**src/stats_defs.svh**
```systemverilog
`ifndef STATS_DEFS_SVH
`define STATS_DEFS_SVH

// Width of every statistics counter and of the read data returned to software
// A small width keeps the carry into the high half within reach of a short test
// The counter splits this width in two, so it should be even
`define STATS_COUNTER_BITS 16

// Number of counters kept by the block
// The counter index enum in the package names exactly this many entries
`define STATS_NUM_COUNTERS 4

`endif

```
**src/stats_pkg.sv**
```systemverilog
`include "stats_defs.svh"

`default_nettype none

package stats_pkg;

    // One request event as seen by the request monitor
    // At most one event is presented per cycle
    typedef struct packed {
        // Strobe for exactly one cycle per event
        logic       valid;
        // High for a write, low for a read
        logic       is_write;
        // Line count minus one, so codes 0 to 3 stand for 1 to 4 lines
        logic [1:0] num_lines;
    } stats_req_t;

    // Per-cycle increments for the four counters
    // Each field holds at most 4, which fits in 3 bits
    typedef struct packed {
        logic [2:0] read_reqs;
        logic [2:0] write_reqs;
        logic [2:0] read_lines;
        logic [2:0] write_lines;
    } stats_incr_t;

    // Software names for the counters, used as the read index
    typedef enum logic [1:0] {
        READ_REQS   = 2'd0,
        WRITE_REQS  = 2'd1,
        READ_LINES  = 2'd2,
        WRITE_LINES = 2'd3
    } stats_counter_idx_e;

    // Registered answer to a software read
    typedef struct packed {
        logic                           valid;
        logic [`STATS_COUNTER_BITS-1:0] data;
    } stats_rd_rsp_t;

endpackage

`default_nettype wire

```
**src/stats_counter_multicycle.sv**
```systemverilog
`include "stats_defs.svh"

`default_nettype none

// Accumulating counter split into two pipeline stages
// The first stage adds the increment to the low half and keeps the carry out
// The second stage folds that carry into the high half of value
// The carry chain is thus only half as long, and value lags the input by one cycle
module stats_counter_multicycle
#(
    parameter int num_bits = `STATS_COUNTER_BITS
)
(
    input  logic                clk,
    input  logic                reset,
    input  logic [num_bits-1:0] incr_by,
    output logic [num_bits-1:0] value
);

    localparam int half_bits = num_bits / 2;

    // First stage state
    logic [half_bits-1:0] low_half;
    logic                 carry;

    always_ff @(posedge clk)
    begin
        if (reset)
        begin
            low_half <= '0;
            carry    <= 1'b0;
            value    <= '0;
        end
        else
        begin
            // Only the low half of incr_by is summed
            // Callers keep increments below half the counter width
            {carry, low_half} <= low_half + incr_by[half_bits-1:0];

            // Second stage copies the low half and ripples the stored carry upward
            value[half_bits-1:0]        <= low_half;
            value[num_bits-1:half_bits] <= value[num_bits-1:half_bits] + carry;
        end
    end

endmodule

`default_nettype wire

```
**src/stats_event_decode.sv**
```systemverilog
`default_nettype none

// Turns one request event into the increments for all four counters
// The result is registered, so incr shows an event one cycle after it is sampled
module stats_event_decode
(
    input  logic                    clk,
    input  logic                    reset,
    input  stats_pkg::stats_req_t   req,
    output stats_pkg::stats_incr_t  incr
);

    import stats_pkg::*;

    // Combinational increments for the event on req this cycle
    stats_incr_t incr_next;

    // Number of lines carried by the event
    // The code is one less than the count, so the range 1 to 4 fits in 3 bits
    logic [2:0] line_count;

    assign line_count = {1'b0, req.num_lines} + 3'd1;

    always_comb
    begin
        // Fields stay zero unless the event selects them
        incr_next = '0;

        if (req.valid)
        begin
            if (req.is_write)
            begin
                incr_next.write_reqs  = 3'd1;
                incr_next.write_lines = line_count;
            end
            else
            begin
                incr_next.read_reqs  = 3'd1;
                incr_next.read_lines = line_count;
            end
        end
    end

    // Register stage
    // An idle cycle loads all zeros, so a counter only moves on a real event
    always_ff @(posedge clk)
    begin
        if (reset)
        begin
            incr <= '0;
        end
        else
        begin
            incr <= incr_next;
        end
    end

endmodule

`default_nettype wire

```
**src/stats_csr_read.sv**
```systemverilog
`include "stats_defs.svh"

`default_nettype none

// Software read port for the counter values
// A strobe on rd_en returns the indexed counter one cycle later
// Reads may be issued every cycle and each one is answered in order
module stats_csr_read
(
    input  logic                                                  clk,
    input  logic                                                  reset,
    input  logic                                                  rd_en,
    input  stats_pkg::stats_counter_idx_e                         rd_idx,
    input  logic [`STATS_NUM_COUNTERS-1:0][`STATS_COUNTER_BITS-1:0] values,
    output stats_pkg::stats_rd_rsp_t                              rd_rsp
);

    // Counter picked by the current index
    logic [`STATS_COUNTER_BITS-1:0] sel_value;

    // The enum covers every counter, so no index falls outside the array
    assign sel_value = values[rd_idx];

    // Valid strobe copies rd_en one cycle late
    always_ff @(posedge clk)
    begin
        if (reset)
        begin
            rd_rsp.valid <= 1'b0;
        end
        else
        begin
            rd_rsp.valid <= rd_en;
        end
    end

    // Data capture
    // The value is taken as it stands at the edge that samples the strobe
    // Between reads the last answer is held
    always_ff @(posedge clk)
    begin
        if (rd_en)
        begin
            rd_rsp.data <= sel_value;
        end
    end

endmodule

`default_nettype wire

```
**src/stats_top.sv**
```systemverilog
`include "stats_defs.svh"

`default_nettype none

// Memory traffic statistics block
// Request events are decoded into increments, summed by four split-carry counters,
// and read back by software through an indexed port
// An event sampled at edge E is in the counters after E+2
module stats_top
(
    input  logic                          clk,
    input  logic                          reset,
    input  stats_pkg::stats_req_t         req,
    input  logic                          rd_en,
    input  stats_pkg::stats_counter_idx_e rd_idx,
    output stats_pkg::stats_rd_rsp_t      rd_rsp
);

    import stats_pkg::*;

    // Registered increments from the decoder
    stats_incr_t incr;

    // Increments laid out by counter index so that one loop builds all counters
    logic [`STATS_NUM_COUNTERS-1:0][2:0] incr_fields;

    // Current counter values in index order
    logic [`STATS_NUM_COUNTERS-1:0][`STATS_COUNTER_BITS-1:0] values;

    stats_event_decode decode_inst
    (
        .clk   (clk),
        .reset (reset),
        .req   (req),
        .incr  (incr)
    );

    assign incr_fields[READ_REQS]   = incr.read_reqs;
    assign incr_fields[WRITE_REQS]  = incr.write_reqs;
    assign incr_fields[READ_LINES]  = incr.read_lines;
    assign incr_fields[WRITE_LINES] = incr.write_lines;

    // One counter per index
    // Each 3-bit increment is zero-extended to the full counter width
    for (genvar i = 0; i < `STATS_NUM_COUNTERS; i++)
    begin : gen_counter
        stats_counter_multicycle #(.num_bits(`STATS_COUNTER_BITS)) counter_inst
        (
            .clk     (clk),
            .reset   (reset),
            .incr_by ({{(`STATS_COUNTER_BITS-3){1'b0}}, incr_fields[i]}),
            .value   (values[i])
        );
    end

    stats_csr_read csr_read_inst
    (
        .clk    (clk),
        .reset  (reset),
        .rd_en  (rd_en),
        .rd_idx (rd_idx),
        .values (values),
        .rd_rsp (rd_rsp)
    );

endmodule

`default_nettype wire

```
**config.mk**
```make
export PLATFORM = sky130hd
export DESIGN_NAME = stats_top
export DESIGN_NICKNAME = d
export VERILOG_FILES = /design/src/stats_pkg.sv /design/src/stats_counter_multicycle.sv /design/src/stats_event_decode.sv /design/src/stats_csr_read.sv /design/src/stats_top.sv
export VERILOG_INCLUDE_DIRS = /design/src /design/src/src
export SDC_FILE = /design/constraint.sdc
export NUM_CORES = 1
export LEC_CHECK = 0
export ABC_AREA = 1
export BUFFER_PORTS_ARGS = -buffer_cell sky130_fd_sc_hd__clkbuf_2
export CAP_MARGIN = 10
export CORE_UTILIZATION = 29
export DETAILED_ROUTE_END_ITERATION = 12
export PLACE_DENSITY = 0.46
export SYNTH_ARGS = -nofsm -noshare
export SYNTH_HDL_FRONTEND = slang
export SYNTH_SLANG_ARGS = --single-unit
```
**constraint.sdc**
```tcl
create_clock -name clk -period 4.1 [get_ports clk]
set_input_delay 0.41 -clock clk [delete_from_list [all_inputs] [get_ports clk]]
set_output_delay 0.41 -clock clk [all_outputs]
set_load 0.01 [all_outputs]
```
* Word level (Yosys, flattened, before mapping) *
Cells that the tools add are included.

cells by class
  $add $sub $neg = 9
  multiplexer cells = 4
  reductions and logical operators = 3
  bitwise gates (word level) = 2
  $lt $le $gt $ge = 1

operators by type and width
  kind                                                count
  adder 8 x 3 -> 9 bit                                4
  adder 8 x 1 -> 8 bit                                4
  binary-select mux 16 bit (select 2 bit)             1
  2-to-1 mux 16 bit                                   1
  OR reduction 3 bit                                  2
  adder 2 x 1 -> 3 bit, second input constant         1
  < comparator 2 x 3 -> 1 bit, second input constant  1
  2-to-1 mux 1 bit                                    2
  inverter 1 bit                                      2
  OR reduction 2 bit                                  1

storage, ports and cells
  bits of input ports = 9
  flip-flop bits (word level) = 129
  word-level logic and storage cells = 37
  output and inout port bits = 17

* Depth between registers and ports, before layout *
  depth after elaboration = 2
  depth in mapped cells = 9
  gate-level depth less buffers = 9

* Cells and area by module *
A second synthesis with hierarchy kept.

second synthesis, totals
  cells, all modules = 834
  area total of the unflattened synthesis = 6123.4 um^2

by module, submodules not included
  module                                                      sequential area each (um^2)  instances  area an instance (um^2)  cells an instance
  stats_counter_multicycle (gen_counter[0].counter_inst ...)  500.5                        3          1133.6                   150
  stats_csr_read                                              500.5                        1          1313.8                   207
  stats_counter_multicycle (gen_counter[1].counter_inst)      500.5                        1          1133.6                   148
  stats_event_decode                                          160.2                        1          271.5                    28
  stats_top                                                   0.0                          1          3.8                      1

* Least setup slack after synthesis *
OpenSTA, ideal clock, no wires.

  kind = flip-flop to flip-flop
  start = reg, netlist name decode_inst.incr[0]
  end = reg gen_counter[3].counter_inst.low_half[6]
  setup time = 0.064 ns
  clock period less this slack = 1.344 ns
  arrival time = 1.280 ns
  cell stages (with the launch flop) = 10
  required time = 4.036 ns
  slack = 2.756 ns
  path buffers = 0
  cells stage by stage = dfxtp_1 -> ha_1 -> fa_1 -> nand2_1 -> nand2_1 -> inv_1 -> nor2_2 -> nand2_1 -> nand2_1 -> nor2_1

between the ends
  word-level cells in the longest chain between the ends = 1

RTL lines
  element               line                            source
  adder 8 x 3 -> 9 bit  stats_counter_multicycle.sv:38  {carry, low_half} <= low_half + incr_by[half_bits-1:0];
  end signal, assigned  stats_counter_multicycle.sv:38
  end, declared         stats_counter_multicycle.sv:23  logic [half_bits-1:0] low_half;

Every way passes these cells.
A chain may end at the register's enable or synchronous reset.

* Worst setup path in the final report *
  start = reg, netlist name decode_inst.incr[0]
  end = reg gen_counter[3].counter_inst.low_half[6]

between the ends
  word-level cells in the longest chain between the ends = 1

RTL lines
  element               line
  adder 8 x 3 -> 9 bit  stats_counter_multicycle.sv:38

Every way passes these cells.

==> flow_summary_export.csv <==
group,metric,value,unit
worst_setup_path,path_max_fanout,3,
run_status,status,"finished clean",
global_routing,use_met3,4.368,%
power_and_ir_drop,vdd_ir_drop_max,0.3899,mV
timing,setup_violations,0,
synth,syn_inst,598,
finish,utilization,35.38,%
synth,synth_area_leaders,"dfxtp_1 (44%), nor2_1 (10%), edfxtp_1 (9.7%)",
synth,ys_seq_elements,125,
power_and_ir_drop,leakage,2.453,nW
timing,slew_violations,0,
worst_setup_path,worstSetupStartpointType,"flop",
global_routing,track_usage,12.65,%
timing,timing.final.crit_share,37.22,%
placement,io_buffers,25,
finish,syn_to_final_growth,19.02,%
synth,ys_types,29,
global_routing,grt.busiest_layer,"met2",
clocking,cts_made_buffers,17,
route,first_pass_iters,4,
global_routing,grtUsageMet2,20.76,%
synth,synth_ff_type,"dfxtp_1",
worst_setup_path,cp.required,4440,ps
synth,synthArstFlopShare,0,%
die,start_util,29.73,%
placement,gp_congestion,0.7361,
clocking,clk_pin_slew,60,ps
synth,synth_edf_count,16,
timing,worst_slack,2574,ps
route,wl_per_cell,11.76,µm
global_routing,grt_pass1_wl,17020,µm
die,dieArea,17590,µm²
route,drc_errors,0,
power_and_ir_drop,cellPowerDensity,505.9,nW/µm²
finish,nNetsFinal,655,
placement,place_inst,826,
clocking,cts_hold_repair.buffers,0,
route,drt_wl_total,10090,µm
global_routing,grt_max_degree,39,
finish,n_antenna_cell,0,
worst_setup_path,arrival,1870,ps
synth,synth_top_cell_by_area,"dfxtp_1",
timing,max_freq,0.6553,GHz
synth,synth_top_cell_area_share,44.11,%
job,drv_cap,0,
global_routing,grt_util_met1,15.01,%
timing,tightest_slew,791.7,ps
clocking,cts-resized-gates,0,
synth,yosys_warnings,0,
timing,rsz0062_at_grt,"no",
timing,period_minus_slack,1526,ps
die,rows,47,
placement,dp_hpwl,7191,µm
synth,syn_area,4947,µm²
die,die_h,132.6,µm
synth,synth_most_common_cell,"nor2_1",
worst_setup_path,path_cells,"ha_1 -> fa_1 -> nand2_1 -> nand2_1 -> inv_1 -> nor2_2 -> nand2_1 -> nand2_1 -> nor2_1",
route,vias_per_cell,4.358,
finish,regArea,2663,µm²
route,drtIter0Drc,210,
clocking,post_cts_buffers,0,
die,dieWidth,132.6,µm
route,vias,3739,
worst_setup_path,slowest_stage,"fa_1",
route,ant_nets,0,
timing,hold_violations,0,
clocking,clk-insertion-delay-late,410,ps
global_routing,grt-ovfl-total,0,
clocking,root_buffer,"clkbuf_16",
finish,drive_gt1_share,10.82,%
global_routing,antenna_found_initial,0,
hold_path,hp-class,"in -> reg",
clocking,cts_tree,"yes",
clocking,clockBufferDepth,2,
die,ios,26,
die,core_area,16640,µm²
worst_setup_path,cpMostUsedCell,"nand2_1",
worst_setup_path,endpoint_kind,"flop",
finish,multi_input_area,1853,µm²
power_and_ir_drop,p_total,2.979,mW
finish,nFillCells,1711,
synth,yosysSeqAreaShare,53.82,%
synth,synthTopCellsByCount,"nor2_1 (134), dfxtp_1 (109), inv_1 (82), nand2_1 (69), o21ai_0 (43)",
synth,avgSynthCellArea,8.273,µm²
worst_setup_path,crit_family,"adder cells",
synth,synth_nets,628,
timing,fin_setup_tns,0,ps
clocking,clock_sinks,125,
worst_setup_path,slowest_delay,420,ps
timing,relSlewSlack,47.22,%
worst_setup_path,path_buf_inv,1,
global_routing,grt_pass1_vias,3624,
clocking,htreeDepth,4,
worst_setup_path,worstSetupPathType,"reg -> reg",
placement,dp_slack,2190,ps
timing,finalClockSkew,7.832,ps
finish,fin_cells,858,
report_power, final:
part           leakage, nW  total (mW)  internal [mW]  switching, mW
combinational         1.10       0.102         0.0327         0.0692
sequential            1.04        1.27           1.26         0.0103
clock                0.316        1.60           1.08          0.520
total                 2.45        2.98           2.38          0.599
metrics by stage:
step	cell area, µm²	hold WS [ps]
floorplan	4947	406.8
CTS	5888	168.7
finish	5888	190.2
global placement	5245	419.7
global route	5888	174.3
detailed placement	5245	422.6
state kept, by name (all words and copies together), names as in the netlist:
signal,cells
gen_counter.counter_inst.low_half,32
gen_counter.counter_inst.carry,4
gen_counter.counter_inst.value,64
decode_inst.incr,8
csr_read_inst.rd_rsp,17
per-layer routing:
metal	wire (µm)	part of all wire (%)	up-vias
li1	-	-	1960
met1	4839	48	1708
met2	4733	47	61
met3	345	3.4	10
met4	173	1.7	0
met5	0	0	-
layout by cell type (no fill, tap or decap), drive strengths merged:
cell type,Yosys,final
nor2,139,139
dfxtp,109,109
inv,85,86
nand2,70,70
clkbuf,1,47
o21ai,46,46
a21oi,33,33
nand3,25,25
ha,19,19
edfxtp,16,16
o22ai,14,14
nor3,8,8
nor3b,4,4
xor2,4,4
bufinv,0,4
clkinv,0,4
xnor2,2,2
a31oi,2,2
fa,2,2
nand4,1,1
or2,1,1
clkinvlp,0,1
buf,17,1
cells by family (layout without fill, tap and decap cells):
logic type / Yosys count / in the layout / share of synthesized area (%)
compound gates: 95 / 95 / 10.02
xor+xnor: 6 / 6 / 1.062
fa+ha+maj: 21 / 21 / 5.615
buf+inv: 103 / 143 / 8.725
flops: 125 / 125 / 53.82
simple gates: 248 / 248 / 20.76
final cells by class:
type	instances	share of cell area [%]
clock buffer	22	8.245
clock inverter	10	2.677
inverter	85	5.461
multi-input combinational	370	31.47
sequential	125	45.22
tap	220	4.675
timing repair buffer	26	2.252
worst reg2reg max path, cell delays in order, from the launching register on:
cell     delay [ps]
dfxtp_1         300
ha_1            240
fa_1            420
nand2_1          90
nand2_1          70
inv_1            80
nor2_2           40
nand2_1          70
nand2_1          50
nor2_1          100
path summary, 6_finish.rpt:
path | slack (ps) | start | to | cells after the start
setup / recovery | 2570 | decode_inst.incr[0] | gen_counter[3].counter_inst.low_half[6] | 9
hold / removal | 190 | req[2] | decode_inst.incr[9] | 2
setup reg to reg | 2570 | decode_inst.incr[0] | gen_counter[3].counter_inst.low_half[6] | 9
hold reg to reg | 420 | gen_counter[1].counter_inst.low_half[0] | gen_counter[1].counter_inst.value[0] | 2
(Power assumes the default switching activity.)
